--- src/source/kavach_pkg.sv ---
// =========================================================================
// Shared types for the kavach security monitor
// Level and severity encodings are ordered so that plain compares rank them
// =========================================================================

package kavach_pkg;

    localparam int TIMESTAMP_WIDTH = 32;

    typedef logic [11:0] adc_sample_t;

    typedef enum logic [1:0] {
        SEV_NONE   = 2'd0,
        SEV_MINOR  = 2'd1,
        SEV_MAJOR  = 2'd2,
        SEV_SEVERE = 2'd3
    } severity_e;

    // Numeric value of a level equals severity plus escalation
    typedef enum logic [2:0] {
        LVL_NONE     = 3'd0,
        LVL_LOW      = 3'd1,
        LVL_MEDIUM   = 3'd2,
        LVL_HIGH     = 3'd3,
        LVL_CRITICAL = 3'd4
    } threat_level_e;

    typedef enum logic [3:0] {
        ATK_NONE         = 4'd0,
        ATK_POWER_GLITCH = 4'd1,
        ATK_THERMAL      = 4'd2,
        ATK_COMBINED     = 4'd3
    } attack_type_e;

    typedef struct packed {
        logic      volt_anomaly;
        logic      curr_anomaly;
        severity_e severity;
    } power_flags_t;

    typedef struct packed {
        logic      temp_hi;
        logic      temp_lo;
        logic      sustained;
        severity_e severity;
    } temp_flags_t;

    typedef struct packed {
        threat_level_e level;
        attack_type_e  attack_type;
        logic [7:0]    score;
    } threat_t;

    typedef struct packed {
        logic alert_irq;
        logic clk_throttle_en;
        logic bus_isolate;
        logic sys_lockdown;
        logic crypto_zeroize;
    } response_t;

    typedef struct packed {
        logic [TIMESTAMP_WIDTH-1:0] timestamp;
        threat_t                    threat;
        adc_sample_t                snap_vdd;
        adc_sample_t                snap_temp;
    } forensic_entry_t;

endpackage
--- src/source/kavach_top.sv ---
// =========================================================================
// Kavach chip security monitor top level
// One sensor frame per sample_valid; threat at +2 and response at +3 cycles
// =========================================================================

`timescale 1ns/1ps

module kavach_top #(
    parameter int unsigned             EWMA_SHIFT      = 4,
    parameter kavach_pkg::adc_sample_t VOLT_THRESH     = 12'd200,
    parameter kavach_pkg::adc_sample_t CURR_THRESH     = 12'd150,
    parameter kavach_pkg::adc_sample_t TEMP_HI_THRESH  = 12'd150,
    parameter kavach_pkg::adc_sample_t TEMP_LO_THRESH  = 12'd100,
    parameter int unsigned             SUSTAIN_SAMPLES = 3,
    parameter int unsigned             CLEAR_SAMPLES   = 2,
    parameter int unsigned             LOG_DEPTH       = 8,
    localparam int                     SLOT_W          = $clog2(LOG_DEPTH),
    localparam int                     COUNT_W         = $clog2(LOG_DEPTH + 1)
) (
    input  logic                        clk,
    input  logic                        reset,
    input  kavach_pkg::adc_sample_t     vdd_sample,
    input  kavach_pkg::adc_sample_t     idd_sample,
    input  kavach_pkg::adc_sample_t     temp_sample,
    input  logic                        sample_valid,
    input  logic [SLOT_W-1:0]           forensic_read_slot,
    input  logic                        forensic_read_req,
    input  logic                        forensic_read_ack,
    output kavach_pkg::threat_t         threat,
    output kavach_pkg::response_t       response,
    output kavach_pkg::forensic_entry_t forensic_entry,
    output logic                        forensic_read_valid,
    output logic [COUNT_W-1:0]          forensic_count
);

    import kavach_pkg::*;

    power_flags_t power_flags;
    temp_flags_t  temp_flags;
    logic         flags_valid;
    logic         threat_valid;
    logic         capture_trigger;

    // =====================================================================
    // Sensor monitors
    // =====================================================================
    kavach_power_monitor #(
        .EWMA_SHIFT  (EWMA_SHIFT),
        .VOLT_THRESH (VOLT_THRESH),
        .CURR_THRESH (CURR_THRESH)
    ) u_power_monitor (
        .clk          (clk),
        .reset        (reset),
        .vdd_sample   (vdd_sample),
        .idd_sample   (idd_sample),
        .sample_valid (sample_valid),
        .power_flags  (power_flags),
        .flags_valid  (flags_valid)
    );

    kavach_temp_monitor #(
        .TEMP_HI_THRESH  (TEMP_HI_THRESH),
        .TEMP_LO_THRESH  (TEMP_LO_THRESH),
        .SUSTAIN_SAMPLES (SUSTAIN_SAMPLES)
    ) u_temp_monitor (
        .clk          (clk),
        .reset        (reset),
        .temp_sample  (temp_sample),
        .sample_valid (sample_valid),
        .temp_flags   (temp_flags)
    );

    // =====================================================================
    // Classification and response
    // =====================================================================
    kavach_threat_classifier #(
        .CLEAR_SAMPLES (CLEAR_SAMPLES)
    ) u_threat_classifier (
        .clk          (clk),
        .reset        (reset),
        .power_flags  (power_flags),
        .temp_flags   (temp_flags),
        .flags_valid  (flags_valid),
        .threat       (threat),
        .threat_valid (threat_valid)
    );

    kavach_response_controller u_response_controller (
        .clk             (clk),
        .reset           (reset),
        .threat          (threat),
        .threat_valid    (threat_valid),
        .response        (response),
        .capture_trigger (capture_trigger)
    );

    // =====================================================================
    // Forensic log
    // =====================================================================
    kavach_forensic_log #(
        .LOG_DEPTH (LOG_DEPTH)
    ) u_forensic_log (
        .clk             (clk),
        .reset           (reset),
        .capture_trigger (capture_trigger),
        .threat          (threat),
        .vdd_sample      (vdd_sample),
        .temp_sample     (temp_sample),
        .sample_valid    (sample_valid),
        .read_slot       (forensic_read_slot),
        .read_req        (forensic_read_req),
        .read_ack        (forensic_read_ack),
        .entry           (forensic_entry),
        .read_valid      (forensic_read_valid),
        .count           (forensic_count)
    );

endmodule

--- src/source/kavach_forensic_log.sv ---
// =========================================================================
// Circular forensic log of LOG_DEPTH entries; oldest entry is overwritten
// Reads use req, then valid held until the cycle after ack
// A request while valid is high is dropped
// =========================================================================

`timescale 1ns/1ps

module kavach_forensic_log #(
    parameter int unsigned LOG_DEPTH = 8,
    localparam int         SLOT_W    = $clog2(LOG_DEPTH),
    localparam int         COUNT_W   = $clog2(LOG_DEPTH + 1)
) (
    input  logic                        clk,
    input  logic                        reset,
    input  logic                        capture_trigger,
    input  kavach_pkg::threat_t         threat,
    input  kavach_pkg::adc_sample_t     vdd_sample,
    input  kavach_pkg::adc_sample_t     temp_sample,
    input  logic                        sample_valid,
    input  logic [SLOT_W-1:0]           read_slot,
    input  logic                        read_req,
    input  logic                        read_ack,
    output kavach_pkg::forensic_entry_t entry,
    output logic                        read_valid,
    output logic [COUNT_W-1:0]          count
);

    import kavach_pkg::*;

    forensic_entry_t            log_mem [LOG_DEPTH];
    logic [SLOT_W-1:0]          wr_ptr;
    logic [TIMESTAMP_WIDTH-1:0] cycle_count;
    adc_sample_t                snap_vdd;
    adc_sample_t                snap_temp;
    forensic_entry_t            new_entry;

    assign new_entry = '{
        timestamp: cycle_count,
        threat:    threat,
        snap_vdd:  snap_vdd,
        snap_temp: snap_temp
    };

    // Samples of the most recent frame
    always_ff @(posedge clk) begin
        if (sample_valid) begin
            snap_vdd  <= vdd_sample;
            snap_temp <= temp_sample;
        end
    end

    // =====================================================================
    // Storage and readout data
    // =====================================================================
    always_ff @(posedge clk) begin
        if (capture_trigger)
            log_mem[wr_ptr] <= new_entry;
        if (read_req && !read_valid)
            entry <= log_mem[read_slot];
    end

    // =====================================================================
    // Timestamp, write pointer, fill count and read handshake
    // =====================================================================
    always_ff @(posedge clk) begin
        if (reset) begin
            cycle_count <= '0;
            wr_ptr      <= '0;
            count       <= '0;
            read_valid  <= 1'b0;
        end else begin
            cycle_count <= cycle_count + TIMESTAMP_WIDTH'(1);
            if (capture_trigger) begin
                wr_ptr <= (wr_ptr == SLOT_W'(LOG_DEPTH - 1)) ? '0 : wr_ptr + SLOT_W'(1);
                if (count != COUNT_W'(LOG_DEPTH))
                    count <= count + COUNT_W'(1);
            end
            if (read_valid) begin
                if (read_ack)
                    read_valid <= 1'b0;
            end else if (read_req) begin
                read_valid <= 1'b1;
            end
        end
    end

endmodule

--- src/source/kavach_response_controller.sv ---
// =========================================================================
// Protective responses for the current threat level
// Lockdown and zeroize stay set until reset
// A capture fires on each rise in level to MEDIUM or above
// =========================================================================

`timescale 1ns/1ps

module kavach_response_controller (
    input  logic                  clk,
    input  logic                  reset,
    input  kavach_pkg::threat_t   threat,
    input  logic                  threat_valid,
    output kavach_pkg::response_t response,
    output logic                  capture_trigger
);

    import kavach_pkg::*;

    threat_level_e prev_level;
    response_t     response_next;
    logic          is_critical;

    assign is_critical = (threat.level == LVL_CRITICAL);

    // Cumulative by level
    always_comb begin
        response_next.alert_irq       = threat.level >= LVL_LOW;
        response_next.clk_throttle_en = threat.level >= LVL_MEDIUM;
        response_next.bus_isolate     = threat.level >= LVL_HIGH;
        response_next.sys_lockdown    = response.sys_lockdown || is_critical;
        response_next.crypto_zeroize  = response.crypto_zeroize || is_critical;
    end

    always_ff @(posedge clk) begin
        if (reset) begin
            response        <= '0;
            capture_trigger <= 1'b0;
            prev_level      <= LVL_NONE;
        end else begin
            capture_trigger <= threat_valid && (threat.level > prev_level) &&
                               (threat.level >= LVL_MEDIUM);
            if (threat_valid) begin
                response   <= response_next;
                prev_level <= threat.level;
            end
        end
    end

endmodule

--- src/source/kavach_threat_classifier.sv ---
// =========================================================================
// Fuses power and thermal severity into one held threat
// Higher or equal candidates take over at once; lower ones are ignored
// until CLEAR_SAMPLES quiet frames in a row drop the threat to none
// =========================================================================

`timescale 1ns/1ps

module kavach_threat_classifier #(
    parameter int unsigned CLEAR_SAMPLES = 2
) (
    input  logic                     clk,
    input  logic                     reset,
    input  kavach_pkg::power_flags_t power_flags,
    input  kavach_pkg::temp_flags_t  temp_flags,
    input  logic                     flags_valid,
    output kavach_pkg::threat_t      threat,
    output logic                     threat_valid
);

    import kavach_pkg::*;

    localparam int CNT_W = $clog2(CLEAR_SAMPLES + 1);

    severity_e        power_sev;
    severity_e        temp_sev;
    severity_e        peak_sev;
    logic             both_active;
    threat_t          candidate;
    logic [CNT_W-1:0] clear_count;

    assign power_sev   = power_flags.severity;
    assign temp_sev    = temp_flags.severity;
    assign both_active = (power_sev != SEV_NONE) && (temp_sev != SEV_NONE);
    assign peak_sev    = (power_sev > temp_sev) ? power_sev : temp_sev;

    always_comb begin
        // Both domains active escalates one step; SEVERE plus one is CRITICAL
        candidate.level = threat_level_e'({1'b0, peak_sev} + {2'b00, both_active});
        if (both_active)
            candidate.attack_type = ATK_COMBINED;
        else if (power_sev != SEV_NONE)
            candidate.attack_type = ATK_POWER_GLITCH;
        else if (temp_sev != SEV_NONE)
            candidate.attack_type = ATK_THERMAL;
        else
            candidate.attack_type = ATK_NONE;
        candidate.score = (8'(power_sev) + 8'(temp_sev)) << 5;
    end

    always_ff @(posedge clk) begin
        if (reset) begin
            threat       <= '0;
            threat_valid <= 1'b0;
            clear_count  <= '0;
        end else begin
            threat_valid <= flags_valid;
            if (flags_valid) begin
                // Run of quiet candidates
                if (candidate.level != LVL_NONE)
                    clear_count <= '0;
                else if (clear_count < CNT_W'(CLEAR_SAMPLES))
                    clear_count <= clear_count + CNT_W'(1);

                if (candidate.level >= threat.level)
                    threat <= candidate;
                else if (candidate.level == LVL_NONE &&
                         clear_count >= CNT_W'(CLEAR_SAMPLES - 1))
                    threat <= '0;
            end
        end
    end

endmodule

--- src/source/kavach_temp_monitor.sv ---
// =========================================================================
// Absolute temperature limits with a sustained overheat count
// Flags are registered with the same latency as the power monitor
// =========================================================================

`timescale 1ns/1ps

module kavach_temp_monitor #(
    parameter kavach_pkg::adc_sample_t TEMP_HI_THRESH  = 12'd150,
    parameter kavach_pkg::adc_sample_t TEMP_LO_THRESH  = 12'd100,
    parameter int unsigned             SUSTAIN_SAMPLES = 3
) (
    input  logic                    clk,
    input  logic                    reset,
    input  kavach_pkg::adc_sample_t temp_sample,
    input  logic                    sample_valid,
    output kavach_pkg::temp_flags_t temp_flags
);

    import kavach_pkg::*;

    localparam int CNT_W = $clog2(SUSTAIN_SAMPLES + 1);

    logic [CNT_W-1:0] hi_count;
    logic [CNT_W-1:0] hi_count_next;
    temp_flags_t      flags_next;

    // Consecutive hi frames, saturating at the sustain limit
    always_comb begin
        if (!(temp_sample > TEMP_HI_THRESH))
            hi_count_next = '0;
        else if (hi_count == CNT_W'(SUSTAIN_SAMPLES))
            hi_count_next = hi_count;
        else
            hi_count_next = hi_count + CNT_W'(1);
    end

    always_comb begin
        flags_next.temp_hi   = temp_sample > TEMP_HI_THRESH;
        flags_next.temp_lo   = temp_sample < TEMP_LO_THRESH;
        flags_next.sustained = hi_count_next >= CNT_W'(SUSTAIN_SAMPLES);
        if (flags_next.sustained)
            flags_next.severity = SEV_SEVERE;
        else if (flags_next.temp_hi)
            flags_next.severity = SEV_MAJOR;
        else if (flags_next.temp_lo)
            flags_next.severity = SEV_MINOR;
        else
            flags_next.severity = SEV_NONE;
    end

    always_ff @(posedge clk) begin
        if (reset) begin
            hi_count   <= '0;
            temp_flags <= '0;
        end else if (sample_valid) begin
            hi_count   <= hi_count_next;
            temp_flags <= flags_next;
        end
    end

endmodule

--- src/source/kavach_power_monitor.sv ---
// =========================================================================
// Voltage and current anomaly detector with EWMA baselines
// First frame after reset seeds the baselines and never flags
// A baseline only tracks frames that are not anomalous on its channel
// =========================================================================

`timescale 1ns/1ps

module kavach_power_monitor #(
    parameter int unsigned             EWMA_SHIFT  = 4,
    parameter kavach_pkg::adc_sample_t VOLT_THRESH = 12'd200,
    parameter kavach_pkg::adc_sample_t CURR_THRESH = 12'd150
) (
    input  logic                     clk,
    input  logic                     reset,
    input  kavach_pkg::adc_sample_t  vdd_sample,
    input  kavach_pkg::adc_sample_t  idd_sample,
    input  logic                     sample_valid,
    output kavach_pkg::power_flags_t power_flags,
    output logic                     flags_valid
);

    import kavach_pkg::*;

    // Grade a delta in steps of 1x, 2x and 4x the threshold
    function automatic severity_e grade(input adc_sample_t delta, input adc_sample_t thresh);
        logic [13:0] d;
        logic [13:0] t;
        d = {2'b00, delta};
        t = {2'b00, thresh};
        if (d <= t)
            return SEV_NONE;
        else if (d <= (t << 1))
            return SEV_MINOR;
        else if (d <= (t << 2))
            return SEV_MAJOR;
        return SEV_SEVERE;
    endfunction

    adc_sample_t        volt_base;
    adc_sample_t        curr_base;
    logic               primed;
    logic signed [12:0] volt_diff;
    logic signed [12:0] curr_diff;
    adc_sample_t        volt_delta;
    adc_sample_t        curr_delta;
    severity_e          volt_sev;
    severity_e          curr_sev;
    power_flags_t       flags_next;

    assign volt_diff  = $signed({1'b0, vdd_sample}) - $signed({1'b0, volt_base});
    assign curr_diff  = $signed({1'b0, idd_sample}) - $signed({1'b0, curr_base});
    assign volt_delta = volt_diff[12] ? adc_sample_t'(-volt_diff) : adc_sample_t'(volt_diff);
    assign curr_delta = curr_diff[12] ? adc_sample_t'(-curr_diff) : adc_sample_t'(curr_diff);
    assign volt_sev   = grade(volt_delta, VOLT_THRESH);
    assign curr_sev   = grade(curr_delta, CURR_THRESH);

    assign flags_next.volt_anomaly = (volt_sev != SEV_NONE);
    assign flags_next.curr_anomaly = (curr_sev != SEV_NONE);
    assign flags_next.severity     = (volt_sev > curr_sev) ? volt_sev : curr_sev;

    always_ff @(posedge clk) begin
        if (reset) begin
            primed      <= 1'b0;
            volt_base   <= '0;
            curr_base   <= '0;
            power_flags <= '0;
            flags_valid <= 1'b0;
        end else begin
            flags_valid <= sample_valid;
            if (sample_valid) begin
                if (!primed) begin
                    primed      <= 1'b1;
                    volt_base   <= vdd_sample;
                    curr_base   <= idd_sample;
                    power_flags <= '0;
                end else begin
                    power_flags <= flags_next;
                    // Baseline moves toward the sample by diff / 2^EWMA_SHIFT
                    if (!flags_next.volt_anomaly)
                        volt_base <= volt_base + adc_sample_t'(volt_diff >>> EWMA_SHIFT);
                    if (!flags_next.curr_anomaly)
                        curr_base <= curr_base + adc_sample_t'(curr_diff >>> EWMA_SHIFT);
                end
            end
        end
    end

endmodule

--- config.mk ---
export PLATFORM = sky130hd
export DESIGN_NAME = kavach_top
export DESIGN_NICKNAME = d
export VERILOG_FILES = /design/src/source/kavach_pkg.sv /design/src/source/kavach_top.sv /design/src/source/kavach_forensic_log.sv /design/src/source/kavach_response_controller.sv /design/src/source/kavach_threat_classifier.sv /design/src/source/kavach_temp_monitor.sv /design/src/source/kavach_power_monitor.sv
export SDC_FILE = /design/constraint.sdc
export NUM_CORES = 1
export LEC_CHECK = 0
export ABC_AREA = 1
export BUFFER_PORTS_ARGS = -buffer_cell sky130_fd_sc_hd__buf_2
export CORE_ASPECT_RATIO = 1.2
export CORE_MARGIN = 10
export CORE_UTILIZATION = 65
export CTS_BUF_LIST = sky130_fd_sc_hd__clkbuf_4
export CTS_CLUSTER_SIZE = 25
export DETAILED_ROUTE_END_ITERATION = 10
export HOLD_SLACK_MARGIN = 0.08
export PLACE_DENSITY_LB_ADDON = 0.2
export SYNTH_ARGS = -nofsm -noshare
export SYNTH_HDL_FRONTEND = slang
export SYNTH_SLANG_ARGS = --single-unit
--- constraint.sdc ---
create_clock -name clk -period 6.5 [get_ports clk]
set_input_delay 0.65 -clock clk [delete_from_list [all_inputs] [get_ports clk]]
set_output_delay 0.65 -clock clk [all_outputs]
set_load 0.005 [all_outputs]
[Yosys cells after proc, flatten, opt, wreduce, memory -nomap -nowiden]
Memories as Yosys holds them, arrays and structs flattened. A register that Yosys moved wholly into a read port is not among the register bits.
Index checks and enable logic that the tools add are counted.
Word-level totals
  register bits after elaboration: 123
  bits in latches: 0
  bits in writable memories: 568
  memory bits (read-only): 0
  input bits: 44
  output and inout port bits: 96
  word-level logic and storage cells: 125
  memories kept: 1
Memories
  u_forensic_log.log_mem: words 8, bits a word 71, rd ports 1, clocked after memory_dff 1, write ports 1, line kavach_forensic_log.sv:31  | forensic_entry_t log_mem [LOG_DEPTH];
Cells by class
  add/subtract/negate cells: 13
  multiply operators: 0
  div/mod/pow operators: 0
  order comparisons: 18
  equality and inequality tests: 6
  shift operators: 0
  muxes and demuxes: 41
  bitwise gates (word level): 0
  reductions and logical operators: 21
Operator list (count)
  12-bit two-way mux: 6
  2-bit two-way mux: 18
  32-bit by 1-bit adder with 32-bit output (second input constant): 1
  15-bit two-way mux: 2
  12-bit by 12-bit subtractor with 13-bit output: 2
  12-bit adder: 2
  12-bit by 10-bit less-or-equal comparator with 1-bit output (second input constant): 2
  12-bit by 8-bit less-or-equal comparator with 1-bit output (second input constant): 2
  12-bit by 9-bit less-or-equal comparator with 1-bit output (second input constant): 2
  12-bit negation: 2
  12-bit by 8-bit > comparator with 1-bit output (second input constant): 1
  12-bit by 7-bit less-than comparator with 1-bit output (second input constant): 1
  1-bit two-way mux: 12
  2-bit nonzero test: 6
  2-bit AND reduction: 5
  4-bit two-way mux: 2
  3-bit equality test (second input constant): 2
  3-bit by 2-bit >= comparator with 1-bit output (second input constant): 2
  1-bit logical AND: 5
  2-bit by 1-bit adder with 2-bit output (second input constant): 2
  4-bit by 1-bit adder with 4-bit output (second input constant): 1
  2-bit > comparator: 2
  2-bit != test (second input constant): 2
  4-bit != test (second input constant): 1
  15 further kinds: 16

[Logic depth before layout (Yosys ltp)]
Gate-level depths: netlist of run 1.
  depth in word-level cells: 11
  gate-level depth with buffers: 30
  gate-level depth less buffers: 30

[Cells and area by module]
A second synthesis of run 1 with hierarchy kept.
Second synthesis, totals
  cell total of the unflattened synthesis: 3245
  area total of the unflattened synthesis: 33518.4 sq um
Modules (own cells, without submodules)
  kavach_forensic_log: times used 1, cells an instance 2155, area an instance 26937.1 sq um, seq. area each 20709.9 sq um
  kavach_power_monitor: times used 1, cells an instance 878, area an instance 5024.8 sq um, seq. area each 600.6 sq um
  kavach_threat_classifier: times used 1, cells an instance 95, area an instance 752.0 sq um, seq. area each 220.2 sq um
  kavach_response_controller: times used 1, cells an instance 57, area an instance 405.4 sq um, seq. area each 180.2 sq um
  kavach_temp_monitor: times used 1, cells an instance 60, area an instance 399.1 sq um, seq. area each 120.1 sq um

[Least setup slack after synthesis of run 1]
Ideal clock, no wire load.
  path type: in2reg
  start: input forensic_read_req
  end: register, netlist name u_forensic_log.entry[0]
  library setup time: 0.489 ns
  arrival: 3.404 ns
  data required time: 6.011 ns
  setup slack: 2.606 ns
  cell stages on the path: 2
  path buffers: 0
  cell sequence: inv_1 > nor2_1
On the way
  cells in the longest elaborated chain, start to end: 1
RTL lines
  start: declaration: line kavach_top.sv:27  | input logic forensic_read_req,
  1-bit logical AND: line kavach_forensic_log.sv:59  | if (read_req && !read_valid)
Every way passes these cells.
A chain may end at the register's enable or synchronous reset.

[Worst setup path in the final report of run 1]
  start: input vdd_sample[0]
  end: register, netlist name u_power_monitor.power_flags[0]
On the way
  cells in the longest elaborated chain, start to end: 11
  elaborated cells between the ends (all ways): 15
  those cells by class: add/sub (2); order compare (4); mux (9)
RTL lines
  start: declaration: line kavach_top.sv:22  | input kavach_pkg::adc_sample_t vdd_sample,
  12-bit by 12-bit subtractor with 13-bit output (*): line kavach_power_monitor.sv:51  | assign volt_diff = $signed({1'b0, vdd_sample}) - $signed({1'b0, volt_base});
  12-bit negation: line kavach_power_monitor.sv:53  | assign volt_delta = volt_diff[12] ? adc_sample_t'(-volt_diff) : adc_sample_t'(volt_diff);
  12-bit two-way mux (*): line kavach_power_monitor.sv:53
  12-bit by 10-bit less-or-equal comparator with 1-bit output: line kavach_power_monitor.sv:35  | else if (d <= (t << 2))
  1-bit two-way mux: line kavach_power_monitor.sv:35
  1-bit two-way mux: line kavach_power_monitor.sv:33  | else if (d <= (t << 1))
  1-bit two-way mux: line kavach_power_monitor.sv:31  | if (d <= t)
  2-bit two-way mux (*): line kavach_power_monitor.sv:37  | return SEV_SEVERE;
  2-bit > comparator: line kavach_power_monitor.sv:60  | assign flags_next.severity = (volt_sev > curr_sev) ? volt_sev : curr_sev;
  2-bit two-way mux (*): line kavach_power_monitor.sv:60
  2-bit two-way mux (*): line kavach_power_monitor.sv:72  | if (!primed) begin
Every way passes the cells marked *; elsewhere a longest branch is shown, timed or not.

==> qor.txt, run 1 <==
Status - finished, final reports clean
CP Class - in2reg
CP required - 7.29 ns
1st-iter DRT viols - 1928
Cell area after layout - 0.03355 mm²
VDD IR max - 0.1710 mV
CP max-delay cell - dlygate4sd3_1
Unique masters post-synth - 57
Syn_area_per_cell - 10.80 µm²
Max Buffers Root-to-Sink - 3
Synth top area share - 59.82%
Final worst path period need - 3.861 ns
Cell family with most CP delay - simple AND/OR/NAND/NOR gates
CTS Buf Count - 161
Die area - 0.05538 mm²
Root Buffer - clkbuf_4
Global placer's final weighted congestion - 0.9122
HPWL after DPL - 41.16 mm
WP buf/inv - 6
Dominant synthesized flop cell - edfxtp_1
Slowest Stage Delay on Critical Path - 0.53 ns
Hold WC Path Type - in2reg
Post-synth design cell area - 0.03012 mm²
Largest cells by area after synthesis - edfxtp_1 (60%), nor2_1 (6.7%), dfxtp_1 (6.1%)
Commonest cells post-synth - edfxtp_1 (600), nor2_1 (539), nand2_1 (328)
Lkg Pwr - 12.25 nW
Sequential cell area fraction in the yosys report - 65.94%
Antenna violations before repair - 1
Layout Skew - 0.04085 ns
Nets - 3120
Final WL - 70.61 mm
Final setup TNS - 0 ns
Num rows - 86
Final Hold Violating Endpoints - 0
Reg area - 0.01986 mm²
Most instantiated library cell after synthesis - edfxtp_1
Via/cell ratio - 5.774
Post-CTS Setup Bufs - 0
Pwr dens - 283.6 mW/mm²
Async set or reset register ratio after synthesis - 0%
Via count - 21630
Core area - 0.04584 mm²
Worst rel slew slack - 17.58%
Die outline height - 255.8 µm
Fin. max-slew vios - 0
Arrival time at the worst endpoint - 4.65 ns
RSZ-0062 raised after global routing - no
Io pins - 140
Hold_sp - idd_sample[0]
Worst-path fanout max - 4
DRC violations left - 0
IO Port Bufs - 125
CTS H-tree lvls - 4
CTS tree - done
CP most frequent cell - nand2_1
Total gr overflow - 0
Global Route Usage Sum - 24.87%
Start of the worst register-to-register path - u_power_monitor.volt_base[3]
First-pass GRT wire length - 109.6 mm
Vias in the first global route - 21470
Setup-failing EPs final - 0
Register bit total from synthesis - 692
Clock-pin slew on the worst setup and hold paths - 0.06 ns
Clock latency on the worst-skew pair - 0.90 ns
Syn. warnings - 0
Post-Syn Instances - 2788
FILL cells - 3224
TritonRoute pass-1 iters - 5
Worst slew pin tran - 1.235 ns
CP startpoint - vdd_sample[0]
Crit path capture type - flop
Die width - 216.5 µm
Fmax - 259.0 MHz
WL per Instance - 18.85 µm
Post-DP Area - 0.03121 mm²
Area of the multi-input gates - 0.008995 mm²
Cell taking the most area after synthesis - edfxtp_1
Number of max-cap violations - 0
DRT antenna net count - 0
Largest net degree at the start of global routing - 105
Proportion of layout cells with a drive suffix above 1 - 15.76%
Layout area overhead - 11.41%
Final Cycle Share - 59.41%
Crit start category - input pin
Post-synth EDFFs - 600
Initial Util - 65.71%
CTS Sinks - 692
cell families (layout without fill, tap and decap cells):
kind of cell               count (synthesis)  after routing  share of synthesized area (%)
and+or+nand+nor                         1061           1061                          14.73
DFF                                      692            692                          65.94
AOI/OAI and AO/OA                        593            593                          10.80
buffers and inverters                    342            670                          4.586
adders and majority gates                 74             74                          3.199
xor gates and xnor gates                  24             24                         0.6979
other                                      1             15                        0.01245
muxes                                      1              1                        0.03323
path summary, 6_finish.rpt:
kind | endpoint | slack [ns] | cells after the start
worst max-delay path | u_power_monitor.power_flags[0] | 2.64 | 27
worst min-delay path | u_power_monitor.curr_base[0] | 0.16 | 5
worst max register to register | u_power_monitor.volt_base[11] | 2.82 | 23
worst min register to register | u_response_controller.response[0] | 0.45 | 2
tightest hold or removal path, delay by kind of cell:
| family | cells | cell delay [ns] |
|---|---|---|
| AO/OA/AOI/OAI | 2 | 0.12 |
| AND/OR/NAND/NOR | 1 | 0.06 |
| buffers and inverters | 2 | 0.17 |
report_power, final:
part,switching [mW],internal [mW],total [mW]
clock network,1.61,1.83,3.44
logic,0.750,0.376,1.13
registers,0.0657,4.88,4.95
registers in the layout, indices dropped and copies added (netlist names):
name                                   cells
u_forensic_log.log_mem                   512
u_forensic_log.entry                      64
u_forensic_log.cycle_count                32
u_forensic_log.snap_temp                  12
u_forensic_log.snap_vdd                   12
u_power_monitor.curr_base                 12
u_power_monitor.volt_base                 12
u_threat_classifier.threat                 8
u_response_controller.response             5
u_forensic_log.count                       4
u_forensic_log.wr_ptr                      3
u_response_controller.prev_level           3
u_power_monitor.power_flags                2
u_temp_monitor.hi_count                    2
u_temp_monitor.temp_flags                  2
u_threat_classifier.clear_count            2
u_forensic_log.read_valid                  1
u_power_monitor.flags_valid                1
u_power_monitor.primed                     1
u_response_controller.capture_trigger      1
u_threat_classifier.threat_valid           1
metrics by stage:
stage | instances | utilization, % | setup slack, ns | hold WS [ns] | power, mW
2_1_floorplan | 2801 | - | 2.606 | 0.4371 | 5.840
3_3_place_gp | 3430 | 68.09 | 2.431 | 0.4385 | 6.108
3_5_place_dp | 3430 | 68.09 | 2.369 | 0.4488 | 6.144
4_1_cts | 3745 | 73.20 | 2.766 | 0.09444 | 9.566
5_1_grt | 3746 | 73.20 | 2.291 | 0.1444 | 9.944
6_report | 3746 | 73.20 | 2.639 | 0.1612 | 9.517
cell type report:
class                      count  share of cell area (%)
timing repair buffer         172                   3.129
antenna                        1                0.007458
clock buffer                 251                   5.616
tap                          616                   2.297
clock inverter                39                  0.6078
multi-input combinational   1767                   26.81
inverter                     208                   2.353
sequential                   692                   59.18
routing by layer:
metal  track usage [%]  wire length [µm]
met1             30.32             27720
met2             42.58             36110
met3             4.350              5089
met4             11.10              1691
met5                 0                 0
cell usage in the layout, fill, tap and decap left out, drive strengths merged, types with 3 or more instances in the layout:
cell type,n
clkbuf,251
o31ai,3
nor4,7
a31oi,71
fa,5
nand3b,6
ha,69
buf,147
nand3,93
a31o,3
dfxtp,92
clkinv,36
conb,14
a21o,6
nor3,17
dlygate4sd3,25
o21a,8
edfxtp,600
nand4,17
nor2,553
a21oi,105
o22ai,65
xnor2,8
inv,209
xor2,16
nand2,357
o21ai,318
or2,5
a211oi,4
timing repair:
action,CTS,global route
hold endpoints to repair,25,0
endpoints found under the setup margin,0,0
resized for setup,0,0
hold buffers,25,0
No activity file was read; power rests on OpenSTA's default activity.
==> run 2, diff against run 1 <==
--- a/config.mk
+++ b/config.mk
@@ -9,7 +9,7 @@
 export BUFFER_PORTS_ARGS = -buffer_cell sky130_fd_sc_hd__buf_2
 export CORE_ASPECT_RATIO = 1.2
 export CORE_MARGIN = 10
-export CORE_UTILIZATION = 65
+export CORE_UTILIZATION = 64
 export CTS_BUF_LIST = sky130_fd_sc_hd__clkbuf_4
 export CTS_CLUSTER_SIZE = 25
 export DETAILED_ROUTE_END_ITERATION = 10
==> constraint.sdc (replaced) <==
create_clock -name clk -period 3.8 [get_ports clk]
set_input_delay 0.38 -clock clk [delete_from_list [all_inputs] [get_ports clk]]
set_output_delay 0.38 -clock clk [all_outputs]
set_load 0.005 [all_outputs]
==> qor.txt, run 2 (synthesized netlist as in run 1, its figures left out) <==
Status - finished, final reports clean
VDD IR max - 0.2710 mV (+58%)
DRT antenna net count - 0 (unchanged)
Worst reg2reg setup slack - 0.29 ns (-2.53 ns)
Crit path capture type - flop
Layout area overhead - 13.03%
Io pins - 140 (unchanged)
Die outline height - 257.6 µm (+0.72%)
Layout Skew - 0.04291 ns (+0.002067 ns)
Worst R2R Path Depth - 21 (-8.7%)
CTS Buf Count - 160 (-0.62%)
Post-CTS Setup Bufs - 0 (unchanged)
Tot Pwr - 16.26 mW (+71%)
Start of the worst register-to-register path - u_power_monitor.curr_base[0]
Core area - 0.04681 mm² (+2.1%)
Num rows - 87 (+1.2%)
Die area - 0.05617 mm² (+1.4%)
Initial Util - 64.35% (-1.4 points)
TritonRoute pass-1 iters - 7 (+2)
Max Buffers Root-to-Sink - 3 (unchanged)
Worst slew pin tran - 1.239 ns (+0.004170 ns)
Hold WC Path Type - in2reg
Setup slack after layout - 0.2944 ns (-2.344 ns)
Via/cell ratio - 5.728 (-0.79%)
CTS H-tree lvls - 4 (unchanged)
Clock-pin slew on the worst setup and hold paths - 0.07 ns (about the same)
1st-iter DRT viols - 2001 (+3.8%)
CP startpoint - u_power_monitor.curr_base[0]
First-pass GRT wire length - 111.0 mm (+1.3%)
Pwr dens - 477.5 mW/mm² (+68%)
Comb pwr share - 12.4% (+0.6 points)
Net Sw Frac - 25.84% (+0.34 points)
Root Buffer - clkbuf_4
Fmax - 285.3 MHz
HPWL after DPL - 41.66 mm (+1.2%)
Global Route Usage Sum - 24.92% (+0.050 points)
Clk pwr share - 35.6% (-0.6 points)
Vias in the first global route - 21580 (+0.50%)
Die width - 218.0 µm (+0.71%)
CTS tree - done
Commonest non-fill, non-tap cell in the layout - edfxtp_1
Leading cell types in the layout, fill and taps excluded - edfxtp_1 (600), nor2_1 (529), nand2_1 (327)
Proportion of layout cells with a drive suffix above 1 - 16.65% (+0.89 points)
Seq pwr share - 52.0% (about the same)
Final worst path period need - 3.506 ns
RR Endpoint - u_power_monitor.power_flags[0]
Total gr overflow - 0 (unchanged)
IO Port Bufs - 125 (unchanged)
Pint - 12.06 mW (+70%)
Nets - 3154 (+1.1%)
Via count - 21680 (+0.21%)
Setup-failing EPs final - 0 (unchanged)
Antenna violations before repair - 2 (+1)
Cell area after layout - 0.03404 mm² (+1.5%)
Final Cycle Share - 92.25%
Final WL - 70.68 mm (+0.11%)
Number of max-cap violations - 0 (unchanged)
Largest net degree at the start of global routing - 137 (+30%)
Largest regs - u_forensic_log.log_mem: 512 flops, u_forensic_log.entry: 64 flops, u_forensic_log.cycle_count: 32 flops
CP required - 4.52 ns (-2.77 ns)
FILL cells - 3245 (+0.65%)
Largest Register - u_forensic_log.log_mem
Final Hold Violating Endpoints - 0 (unchanged)
RSZ-0062 raised after global routing - yes
WL per Instance - 18.68 µm (-0.90%)
Post-DP Area - 0.03154 mm² (+1.1%)
Crit path capture - u_power_monitor.power_flags[0]
Max reg flops - 512 (unchanged)
Global placer's final weighted congestion - 0.8973 (-1.6%)
Crit start category - flop
Lkg Pwr - 12.50 nW (+2.0%)
Clock latency on the worst-skew pair - 0.90 ns (about the same)
Switch Pwr - 4.201 mW (+73%)
Fin. max-slew vios - 0 (unchanged)
Arrival time at the worst endpoint - 4.23 ns (-0.42 ns)
DP Worst Slack - 0.006191 ns (-2.362 ns)
CTS Sinks - 692 (unchanged)
Worst-path fanout max - 3 (-1)
Worst rel slew slack - 17.30% (-0.28 points)
DRC violations left - 0 (unchanged)
CP Class - reg2reg
run 2: cell type report:
| class | instances | area (µm²) | share of cell area [%] |
|---|---|---|---|
| Antenna cell | 1 | 2.502 | 0.007351 |
| Clock buffer | 237 | 1779 | 5.226 |
| Clock inverter | 49 | 257.7 | 0.7571 |
| Inverter | 208 | 792.0 | 2.327 |
| Multi-Input combinational cell | 1768 | 9072 | 26.65 |
| Sequential cell | 692 | 19860 | 58.34 |
| Tap cell | 623 | 779.5 | 2.290 |
| Timing Repair Buffer | 206 | 1500 | 4.407 |
run 2: worst max-delay path, cell delays in order, from the launching register on:
cell,delay [ns]
dfxtp_1,0.34
ha_1,0.22
fa_1,0.54
ha_1,0.19
a21boi_2,0.21
nand3_1,0.10
nor2_1,0.11
nand3_1,0.11
nand2_1,0.11
nand2_1,0.06
nand2_1,0.12
inv_2,0.05
nor2_2,0.12
nand2_1,0.09
a21oi_2,0.17
nand2_1,0.07
ha_1,0.27
nand2_1,0.07
o21a_1,0.14
nand3_1,0.09
nand3_1,0.08
a21oi_1,0.06
run 2: timing repair:
action	in CTS	in global routing
hold endpoints to repair	57	0
hold buffers	38	0
gates resized for setup	0	22
endpoints found under the setup margin	0	6
run 2: worst min-delay path by stage:
stage	from	to	slack, ns	depth (start not counted)
global route	reset	u_forensic_log.count[3]	0.15	3
CTS	reset	u_forensic_log.cycle_count[1]	0.11	3
finish	reset	u_forensic_log.count[3]	0.19	3
global placement	u_response_controller.response[1]	u_response_controller.response[1]	0.44	2
detailed placement	u_response_controller.response[0]	u_response_controller.response[0]	0.44	2
floorplan	u_temp_monitor.hi_count[1]	u_temp_monitor.temp_flags[0]	0.44	2
run 2: per-layer routing:
metal | share of wire [%] | GRT usage [%] | vias up
met5 | 0 | 0 | -
met3 | 7.0 | 4.842 | 140
met2 | 51 | 42.49 | 846
met4 | 2.6 | 11.06 | 0
li1 | - | - | 10320
met1 | 40 | 30.27 | 10370
run 2: stage by stage:
stage	utilization [%]	TNS (ns)	hold WS [ns]	std cells
after global placement	67.39	0	0.4381	3458
after CTS	72.55	0	0.1137	3782
after global routing	72.73	-0.02723	0.1469	3784
after detailed placement	67.39	0	0.4428	3458
after floorplan	-	-23.62	0.4371	2801
final	72.73	0	0.1908	3784
run 2: power by group through the flow:
stage	logic [mW]	clock network, mW	registers, mW
after CTS	1.98	5.90	8.46
after detailed placement	1.94	0	8.62
final	2.02	5.78	8.46
after global routing	2.27	6.29	8.47
after global placement	1.89	0	8.61
after floorplan	1.40	0	8.59
